### config.mk
export PLATFORM = sky130hd
export DESIGN_NAME = eu_top
export DESIGN_NICKNAME = d
export VERILOG_FILES = /design/src/hdl/eu_mem_pkg.sv /design/src/hdl/eu_types_pkg.sv /design/src/hdl/eu_fetch_arbiter.sv /design/src/hdl/eu_lane.sv /design/src/hdl/eu_result_collector.sv /design/src/hdl/eu_top.sv
export VERILOG_INCLUDE_DIRS = /design/src /design/src/hdl
export SDC_FILE = /design/constraint.sdc
export NUM_CORES = 2
export LEC_CHECK = 0
export BUFFER_PORTS_ARGS = -buffer_cell sky130_fd_sc_hd__buf_2
export CORE_MARGIN = 2
export CORE_UTILIZATION = 67
export DETAILED_ROUTE_END_ITERATION = 6
export PLACE_DENSITY = 0.85
export SLEW_MARGIN = 20
export SYNTH_ARGS = -nofsm -noshare
export SYNTH_HDL_FRONTEND = slang
export SYNTH_SLANG_ARGS = --single-unit
### constraint.sdc
create_clock -name clk -period 7.9 [get_ports clk]
set_input_delay 0 -clock clk [delete_from_list [all_inputs] [get_ports clk]]
set_output_delay 0 -clock clk [all_outputs]
set_load 0.02 [all_outputs]
### src/hdl/eu_config.svh
`ifndef EU_CONFIG_SVH
`define EU_CONFIG_SVH

// Number of vector lanes in the cluster
`define EU_NUM_LANES 4

// SDRAM word address width
`define EU_ADDR_W 24

// SDRAM data width, four 32-bit elements per word
`define EU_SDRAM_W 128

// Lane index width, at least one bit
`define EU_LANE_W ((`EU_NUM_LANES > 1) ? $clog2(`EU_NUM_LANES) : 1)

`endif

### src/hdl/eu_mem_pkg.sv
`include "eu_config.svh"

package eu_mem_pkg;

    ////////////////////////////////////////
    // SDRAM read port
    ////////////////////////////////////////

    // One-cycle request with a word address
    typedef struct packed {
        logic                  req;
        logic [`EU_ADDR_W-1:0] addr;
    } sdram_rd_req_t;

    // Exactly one valid strobe per request
    typedef struct packed {
        logic                   valid;
        logic [`EU_SDRAM_W-1:0] data;
    } sdram_rd_rsp_t;

endpackage

### src/hdl/eu_types_pkg.sv
package eu_types_pkg;

    // Data layout of one SDRAM word
    localparam int EU_ELEM_W         = 32;
    localparam int EU_ELEMS_PER_WORD = 4;

    // Reduction opcodes
    typedef enum logic [1:0] {
        EU_OP_SUM      = 2'd0,
        EU_OP_MAX      = 2'd1,
        EU_OP_RELU_SUM = 2'd2
    } eu_op_e;

    // Fetch means the lane still waits for its first word
    typedef enum logic [1:0] {
        LANE_IDLE  = 2'd0,
        LANE_FETCH = 2'd1,
        LANE_EXEC  = 2'd2
    } lane_state_e;

    typedef struct packed {
        logic                        valid;
        logic signed [EU_ELEM_W-1:0] value;
    } lane_result_t;

endpackage

### src/hdl/eu_fetch_arbiter.sv
`timescale 1ns/1ps
`include "eu_config.svh"

module eu_fetch_arbiter import eu_mem_pkg::*; (
    input  logic                     clk,
    input  logic                     i_rst,
    input  logic [`EU_NUM_LANES-1:0] i_fetch,
    input  logic [`EU_ADDR_W-1:0]    i_fetch_base,
    input  sdram_rd_rsp_t            i_rd,
    output sdram_rd_req_t            o_rd,
    output logic [`EU_NUM_LANES-1:0] o_load,
    output logic [`EU_SDRAM_W-1:0]   o_load_data,
    output logic                     o_fetch_done
);

    localparam int NUM_LANES = `EU_NUM_LANES;
    localparam int LANE_W    = `EU_LANE_W;

    logic [NUM_LANES-1:0]  pending_q;
    logic [`EU_ADDR_W-1:0] base_q;
    logic                  outstanding_q;
    logic [LANE_W-1:0]     cur_lane_q;
    logic [LANE_W-1:0]     next_lane;
    logic                  req_q;
    logic [`EU_ADDR_W-1:0] addr_q;
    logic                  issue;
    logic                  rsp_hit;

    // Lowest pending lane goes first
    always_comb begin
        next_lane = '0;
        for (int k = NUM_LANES - 1; k >= 0; k--) begin
            if (pending_q[k]) begin
                next_lane = LANE_W'(k);
            end
        end
    end

    assign issue   = !outstanding_q && (pending_q != '0);
    assign rsp_hit = outstanding_q && i_rd.valid;

    ////////////////////////////////////////
    // Pending mask
    ////////////////////////////////////////

    // New fetch only accepted once the previous one drained
    always_ff @(posedge clk) begin
        if (i_rst) begin
            pending_q <= '0;
        end else if (pending_q == '0) begin
            pending_q <= i_fetch;
        end else if (rsp_hit) begin
            pending_q[cur_lane_q] <= 1'b0;
        end
    end

    always_ff @(posedge clk) begin
        if ((pending_q == '0) && (i_fetch != '0)) begin
            base_q <= i_fetch_base;
        end
    end

    ////////////////////////////////////////
    // SDRAM read issue
    ////////////////////////////////////////

    always_ff @(posedge clk) begin
        if (i_rst) begin
            req_q         <= 1'b0;
            outstanding_q <= 1'b0;
        end else begin
            req_q <= issue;
            if (issue) begin
                outstanding_q <= 1'b1;
            end else if (rsp_hit) begin
                outstanding_q <= 1'b0;
            end
        end
    end

    always_ff @(posedge clk) begin
        if (issue) begin
            addr_q     <= base_q + `EU_ADDR_W'(next_lane);
            cur_lane_q <= next_lane;
        end
    end

    assign o_rd.req  = req_q;
    assign o_rd.addr = addr_q;

    ////////////////////////////////////////
    // Load routing and fetch done
    ////////////////////////////////////////

    // Done one cycle after the last load strobe
    always_ff @(posedge clk) begin
        if (i_rst) begin
            o_load       <= '0;
            o_fetch_done <= 1'b0;
        end else begin
            o_load <= '0;
            if (rsp_hit) begin
                o_load[cur_lane_q] <= 1'b1;
            end
            o_fetch_done <= (o_load != '0) && (pending_q == '0);
        end
    end

    always_ff @(posedge clk) begin
        if (rsp_hit) begin
            o_load_data <= i_rd.data;
        end
    end

endmodule

### src/hdl/eu_lane.sv
`timescale 1ns/1ps
`include "eu_config.svh"

module eu_lane import eu_types_pkg::*; (
    input  logic                   clk,
    input  logic                   i_rst,
    input  logic                   i_load,
    input  logic [`EU_SDRAM_W-1:0] i_load_data,
    input  logic                   i_exec,
    input  eu_op_e                 i_op,
    output logic                   o_busy,
    output lane_result_t           o_result
);

    localparam int CNT_W = $clog2(EU_ELEMS_PER_WORD);
    localparam logic signed [EU_ELEM_W-1:0] ELEM_MIN = {1'b1, {(EU_ELEM_W - 1){1'b0}}};

    lane_state_e                 state_q;
    logic [`EU_SDRAM_W-1:0]      word_q;
    logic [`EU_SDRAM_W-1:0]      walk_q;
    eu_op_e                      op_q;
    eu_op_e                      cur_op;
    logic [CNT_W-1:0]            cnt_q;
    logic signed [EU_ELEM_W-1:0] acc_q;
    logic signed [EU_ELEM_W-1:0] acc_in;
    logic signed [EU_ELEM_W-1:0] elem;
    logic signed [EU_ELEM_W-1:0] acc_nxt;
    logic                        start;
    logic                        last;
    logic                        res_valid_q;

    assign start  = i_exec && (state_q == LANE_IDLE);
    assign last   = (state_q == LANE_EXEC) && (cnt_q == CNT_W'(EU_ELEMS_PER_WORD - 1));
    assign o_busy = (state_q != LANE_IDLE);

    ////////////////////////////////////////
    // Reduction step
    ////////////////////////////////////////

    // Element 0 is folded in on the exec cycle itself
    always_comb begin
        if (state_q == LANE_EXEC) begin
            cur_op = op_q;
            elem   = walk_q[EU_ELEM_W-1:0];
            acc_in = acc_q;
        end else begin
            cur_op = i_op;
            elem   = word_q[EU_ELEM_W-1:0];
            acc_in = (i_op == EU_OP_MAX) ? ELEM_MIN : '0;
        end

        case (cur_op)
            EU_OP_MAX:      acc_nxt = (elem > acc_in) ? elem : acc_in;
            EU_OP_RELU_SUM: acc_nxt = elem[EU_ELEM_W-1] ? acc_in : acc_in + elem;
            default:        acc_nxt = acc_in + elem;
        endcase
    end

    ////////////////////////////////////////
    // Lane FSM
    ////////////////////////////////////////

    always_ff @(posedge clk) begin
        if (i_rst) begin
            state_q     <= LANE_FETCH;
            res_valid_q <= 1'b0;
        end else begin
            res_valid_q <= last;
            case (state_q)
                LANE_FETCH: if (i_load) state_q <= LANE_IDLE;
                LANE_IDLE:  if (i_exec) state_q <= LANE_EXEC;
                LANE_EXEC:  if (last) state_q <= LANE_IDLE;
                default:    state_q <= LANE_FETCH;
            endcase
        end
    end

    // Word may be reloaded during exec, the walk uses its own copy
    always_ff @(posedge clk) begin
        if (i_load) begin
            word_q <= i_load_data;
        end
        if (start) begin
            op_q   <= i_op;
            walk_q <= word_q >> EU_ELEM_W;
            cnt_q  <= CNT_W'(1);
            acc_q  <= acc_nxt;
        end else if (state_q == LANE_EXEC) begin
            walk_q <= walk_q >> EU_ELEM_W;
            cnt_q  <= cnt_q + 1'b1;
            acc_q  <= acc_nxt;
        end
    end

    assign o_result.valid = res_valid_q;
    assign o_result.value = acc_q;

endmodule

### src/hdl/eu_result_collector.sv
`timescale 1ns/1ps
`include "eu_config.svh"

module eu_result_collector import eu_types_pkg::*; (
    input  logic                        clk,
    input  logic                        i_rst,
    input  logic [`EU_NUM_LANES-1:0]    i_exec,
    input  lane_result_t                i_results [`EU_NUM_LANES],
    output logic                        o_res_valid,
    output logic [`EU_LANE_W-1:0]       o_res_lane,
    output logic signed [EU_ELEM_W-1:0] o_res_data,
    output logic [`EU_NUM_LANES-1:0]    o_exec_done
);

    localparam int NUM_LANES = `EU_NUM_LANES;
    localparam int LANE_W    = `EU_LANE_W;

    logic [NUM_LANES-1:0]        slot_valid_q;
    logic signed [EU_ELEM_W-1:0] slot_data_q [NUM_LANES];
    logic [NUM_LANES-1:0]        cand;
    logic [NUM_LANES-1:0]        grant;
    logic [LANE_W-1:0]           grant_lane;
    logic signed [EU_ELEM_W-1:0] grant_data;

    ////////////////////////////////////////
    // Fixed priority select
    ////////////////////////////////////////

    // A fresh strobe competes in the same cycle as the held slots
    always_comb begin
        grant      = '0;
        grant_lane = '0;
        grant_data = '0;
        for (int k = 0; k < NUM_LANES; k++) begin
            cand[k] = slot_valid_q[k] | i_results[k].valid;
        end
        for (int k = NUM_LANES - 1; k >= 0; k--) begin
            if (cand[k]) begin
                grant      = '0;
                grant[k]   = 1'b1;
                grant_lane = LANE_W'(k);
                grant_data = slot_valid_q[k] ? slot_data_q[k] : i_results[k].value;
            end
        end
    end

    ////////////////////////////////////////
    // Slots, output and done mask
    ////////////////////////////////////////

    always_ff @(posedge clk) begin
        if (i_rst) begin
            slot_valid_q <= '0;
            o_res_valid  <= 1'b0;
            o_exec_done  <= '0;
        end else begin
            slot_valid_q <= cand & ~grant;
            o_res_valid  <= |cand;
            // Sticky until the lane is started again
            o_exec_done  <= (o_exec_done & ~i_exec) | grant;
        end
    end

    always_ff @(posedge clk) begin
        for (int k = 0; k < NUM_LANES; k++) begin
            if (i_results[k].valid) begin
                slot_data_q[k] <= i_results[k].value;
            end
        end
        if (|cand) begin
            o_res_lane <= grant_lane;
            o_res_data <= grant_data;
        end
    end

endmodule

### src/hdl/eu_top.sv
`timescale 1ns/1ps
`include "eu_config.svh"

module eu_top import eu_mem_pkg::*, eu_types_pkg::*; (
    input  logic                        clk,
    input  logic                        i_rst,
    input  logic [`EU_NUM_LANES-1:0]    i_fetch,
    input  logic [`EU_ADDR_W-1:0]       i_fetch_base,
    input  logic [`EU_NUM_LANES-1:0]    i_exec,
    input  eu_op_e                      i_exec_op,
    output sdram_rd_req_t               o_rd,
    input  sdram_rd_rsp_t               i_rd,
    output logic                        o_res_valid,
    output logic [`EU_LANE_W-1:0]       o_res_lane,
    output logic signed [EU_ELEM_W-1:0] o_res_data,
    output logic                        o_fetch_done,
    output logic [`EU_NUM_LANES-1:0]    o_exec_done
);

    logic [`EU_NUM_LANES-1:0] load;
    logic [`EU_SDRAM_W-1:0]   load_data;
    logic [`EU_NUM_LANES-1:0] lane_busy;
    logic [`EU_NUM_LANES-1:0] exec_idle;
    lane_result_t             results [`EU_NUM_LANES];

    // Exec reaches idle lanes only
    assign exec_idle = i_exec & ~lane_busy;

    eu_fetch_arbiter u_fetch_arbiter (
        .clk          (clk),
        .i_rst        (i_rst),
        .i_fetch      (i_fetch),
        .i_fetch_base (i_fetch_base),
        .i_rd         (i_rd),
        .o_rd         (o_rd),
        .o_load       (load),
        .o_load_data  (load_data),
        .o_fetch_done (o_fetch_done)
    );

    for (genvar k = 0; k < `EU_NUM_LANES; k++) begin : g_lane
        eu_lane u_lane (
            .clk         (clk),
            .i_rst       (i_rst),
            .i_load      (load[k]),
            .i_load_data (load_data),
            .i_exec      (exec_idle[k]),
            .i_op        (i_exec_op),
            .o_busy      (lane_busy[k]),
            .o_result    (results[k])
        );
    end

    eu_result_collector u_result_collector (
        .clk         (clk),
        .i_rst       (i_rst),
        .i_exec      (exec_idle),
        .i_results   (results),
        .o_res_valid (o_res_valid),
        .o_res_lane  (o_res_lane),
        .o_res_data  (o_res_data),
        .o_exec_done (o_exec_done)
    );

endmodule

==> flow_metrics.py <==
metrics = {
    "status": {
        "run_status": "complete, but fails checks",
        "violations_in_the_final_reports": "DRC",
    },
    "critical_path": {
        "timing.critical_path.fanout_max": 33,
        "cell_seen_most_often_among_critical_path_stages": "sky130_fd_sc_hd__o21ai_0",
        "cp_data_required_time_ps": 8410,
        "critical-path-max-stage-delay_ps": 820,
        "timing.critical_path.max_delay_family": "compound AO/OA/AOI/OAI gates",
        "critPathLaunchType": "flip-flop",
        "endpoint_kind": "flip-flop",
        "crit_buf_inv": 3,
        "cp_slowest_cell": "sky130_fd_sc_hd__o21ai_0",
        "arrival_ps": 5920,
        "path_class": "reg -> reg",
        "timing.critical_path.cells": "nand2b_1, buf_4, mux2i_1, inv_1, ha_1, inv_1, fa_1, o21bai_1, a2111oi_0, nor3b_1, o21ai_0, a211oi_1, nor2_1, o21ai_0, a21oi_1, xnor2_1, o21ai_0",
    },
    "power": {
        "vdd.ir_drop.worst_uv": 255,
        "pwr-share-seq_pct": 52.9,
        "power_frac_clock_pct": 40.2,
        "comb_power_share_pct": 6.8,
        "powerDensity_nw_per_um2": 223,
        "switching_share_pct": 25.2,
        "switching_power_mw": 4.11,
        "p_leak_nw": 28.7,
        "intPower_mw": 12.2,
    },
    "cells_and_area": {
        "layout-drive-gt1-share_pct": 10.9,
        "finalNonFillerCells": 7140,
        "layout_commonest_cell": "sky130_fd_sc_hd__edfxtp_1",
        "area_growth_syn_to_layout_pct": 15.8,
        "final_nets": 6196,
        "leading_cell_types_in_the_layout_fill_and_taps_excluded": "sky130_fd_sc_hd__edfxtp_1 (1340), sky130_fd_sc_hd__nand2_1 (1212), sky130_fd_sc_hd__dlygate4sd3_1 (320)",
        "final_util_pct": 78.3,
        "postLayoutCellArea_sq_um": 73200,
    },
    "floorplan": {
        "floorplan.die.height_um": 311,
        "io-pin-count": 230,
        "floorplan.initialDensity_pct": 67.7,
        "floorplan.die_area_sq_um": 96900,
        "design.core.area_sq_um": 93500,
        "row_count": 112,
        "die_w_um": 311,
    },
    "flow_run": {
        "cap_viol_max_count": 0,
    },
    "drt": {
        "met3RoutedLength_um": 29800,
        "post_drt_wl_per_cell_um": 29.8,
        "residual_drc": 28,
        "drt_wl_total_um": 213000,
        "drt-vias-per-instance": 6.74,
        "met1Wirelength_um": 70100,
        "dr.pass1.iters": 7,
        "via_count": 48110,
        "antenna_left": 0,
        "routed.top_layer": "met5",
        "dr_wl_met2_um": 97100,
        "initialDrtViolationCount": 8387,
    },
    "synth": {
        "compound_gate_portion_of_the_synthesized_area_pct": 8.58,
        "ys_seq_elements": 1379,
        "synth_edf_count": 1340,
        "postSynthCellCount": 5247,
        "synthSimpleGateAreaFrac_pct": 13.6,
        "synth-xor-area-share_pct": 1.73,
        "syn-num-nets": 5683,
        "synth_cell_types": 100,
        "mean_area_per_synthesized_cell_sq_um": 12.1,
        "synth_sequential_area_ratio_pct": 64.9,
        "synth_adder_area_share_pct": 5.42,
        "syn-cell-area_sq_um": 63200,
        "muxShareOfSynthArea_pct": 2.62,
        "dominantRegCellSynth": "sky130_fd_sc_hd__edfxtp_1",
        "synth_async_sr_flop_share_pct": 0,
        "main_combinational_cell_family_by_area_after_synthesis": "simple AND/OR/NAND/NOR gates",
        "ys_warn_count": 0,
    },
    "clock_tree": {
        "clock-sinks": 1379,
        "clock-root-buffer": "sky130_fd_sc_hd__clkbuf_16",
        "clk_pin_slew_ps": 70,
        "clock_tree.buffer_depth": 3,
        "hold_buffers": 320,
        "cts_made_buffers": 137,
        "cts_repair_resize_count": 0,
        "h_tree_levels": 4,
        "cts_tree": "done",
        "clk-insertion-delay-late_ps": 800,
        "postCtsSetupRepairBufs": 0,
    },
    "sta": {
        "period_needed_ps": 5410,
        "worst_slew_pin_slew_ps": 1340,
        "final_max_slew_viol_count": 0,
        "final_min_period_over_clock_period_pct": 68.5,
        "fin_skew_ps": 63.3,
        "grt_setup_unrepaired": "false",
        "totalNegativeSetupSlack_ps": 0,
        "slew_headroom_pct": 10.1,
        "hold_viol": 0,
        "setup-violations-final": 0,
        "timing.fmax_mhz": 185,
    },
    "place": {
        "gp_congestion": 1.01,
        "dpl.cell_count": 6555,
        "port_buffers": 229,
        "placed_area_sq_um": 65600,
        "place.detailed.hpwl_um": 125000,
    },
    "global_route": {
        "track_usage_pct": 43.4,
        "antenna_violations_before_repair": 26,
        "gr-total-overflow": 0,
        "grt_pass1_vias": 47205,
        "grt_first_pass_wirelength_um": 307000,
        "grt_start_max_net_pins": 75,
    },
    "hold_path": {
        "hold_path.class": "in -> reg",
    },
}
==> state kept, by name (all words and copies together) (netlist names), 24 cells and up <==
signal                          flops
u_fetch_arbiter.o_load_data       128
g_lane.u_lane.walk_q              384
g_lane.u_lane.acc_q               128
u_result_collector.slot_data_q     96
u_fetch_arbiter.base_q             24
u_result_collector.o_res_data      32
g_lane.u_lane.word_q              512
u_fetch_arbiter.addr_q             24
==> layout make-up <==
cell class	count	area, sq um
Fill cell	5141	20200
Multi-Input combinational cell	3350	20300
Clock inverter	77	737
Antenna cell	18	45.0
Tap cell	1254	1570
Clock buffer	170	3600
Sequential cell	1379	41000
Timing Repair Buffer	612	4850
Inverter	280	1070
==> worst register-to-register path, stage by stage, from the launching register on <==
cell and delay, ps:
sky130_fd_sc_hd__dfxtp_1 440, sky130_fd_sc_hd__nand2b_1 150, sky130_fd_sc_hd__buf_4 410, sky130_fd_sc_hd__mux2i_1 260, sky130_fd_sc_hd__inv_1 110, sky130_fd_sc_hd__ha_1 170, sky130_fd_sc_hd__inv_1 60, sky130_fd_sc_hd__fa_1 480
sky130_fd_sc_hd__o21bai_1 300, sky130_fd_sc_hd__a2111oi_0 180, sky130_fd_sc_hd__nor3b_1 320, sky130_fd_sc_hd__o21ai_0 240, sky130_fd_sc_hd__a211oi_1 460, sky130_fd_sc_hd__nor2_1 160, sky130_fd_sc_hd__o21ai_0 820, sky130_fd_sc_hd__a21oi_1 240
sky130_fd_sc_hd__xnor2_1 230, sky130_fd_sc_hd__o21ai_0 120
==> cells by family after synthesis <==
logic type / count (synthesis)
xor+xnor: 125
simple gates: 1996
fa+ha+maj: 271
flops: 1379
compound gates: 801
mux: 157
buf+inv: 518
==> routing by layer <==
| metal | vias up | global-route usage, % |
|---|---|---|
| met5 | - | 0 |
| met4 | 10 | 26.2 |
| met3 | 1062 | 12.0 |
| met2 | 4477 | 68.2 |
| met1 | 22689 | 54.2 |
| li1 | 19872 | - |
==> synthesized netlist by cell type (39+ instances only) <==
cell type                  number  share of area, %
sky130_fd_sc_hd__edfxtp_1    1340                64
sky130_fd_sc_hd__nand2_1     1216               7.2
sky130_fd_sc_hd__nor2_1       322               1.9
sky130_fd_sc_hd__a21oi_1      280               2.2
sky130_fd_sc_hd__inv_1        276               1.6
sky130_fd_sc_hd__ha_1         266               5.3
sky130_fd_sc_hd__clkbuf_1     198               1.2
sky130_fd_sc_hd__and3_1       139               1.4
sky130_fd_sc_hd__o21ai_0      109              0.86
sky130_fd_sc_hd__xnor2_1      105               1.5
sky130_fd_sc_hd__mux2i_1       91               1.4
sky130_fd_sc_hd__mux2_2        66               1.2
sky130_fd_sc_hd__o221ai_1      59              0.82
sky130_fd_sc_hd__nor3_1        53              0.42
sky130_fd_sc_hd__nand3_1       52              0.41
sky130_fd_sc_hd__nor2b_1       44              0.44
sky130_fd_sc_hd__a221o_1       43              0.68
sky130_fd_sc_hd__o21bai_1      40              0.47
sky130_fd_sc_hd__a22oi_1       39              0.46
sky130_fd_sc_hd__dfxtp_1       39               1.2
==> worst paths after layout <==
check | from | cells past startpoint | to | slack, ps
worst min register to register | g_lane[2].u_lane.acc_q[15] | 0 | u_result_collector.slot_data_q[2][15] | 470
worst min-delay path | i_rd[2] | 2 | u_fetch_arbiter.o_load_data[2] | 50
worst max-delay path | g_lane[1].u_lane.state_q[0] | 17 | g_lane[1].u_lane.acc_q[24] | 2490
worst max register to register | g_lane[1].u_lane.state_q[0] | 17 | g_lane[1].u_lane.acc_q[24] | 2490
==> stage by stage <==
| step | power, mW | hold WS (ps) | setup slack (ps) |
|---|---|---|---|
| final | 16.3 | 54.8 | 2490 |
| after global routing | 16.5 | 49.7 | 2260 |
| after CTS | 16.0 | 20.0 | 2660 |
| after detailed placement | 9.63 | 178 | 2690 |
| after global placement | 9.58 | 176 | 2830 |
| after floorplan | 9.20 | 98.9 | 3510 |
==> power by group through the flow <==
stage	Clock [mW]	Sequential, mW	Combinational [mW]
finish	6.57	8.64	1.11
global route	6.74	8.64	1.16
CTS	6.35	8.60	1.03
detailed placement	0	8.74	0.889
global placement	0	8.72	0.856
floorplan	0	8.74	0.465
Note: power is estimated with default switching activity, not from simulation.
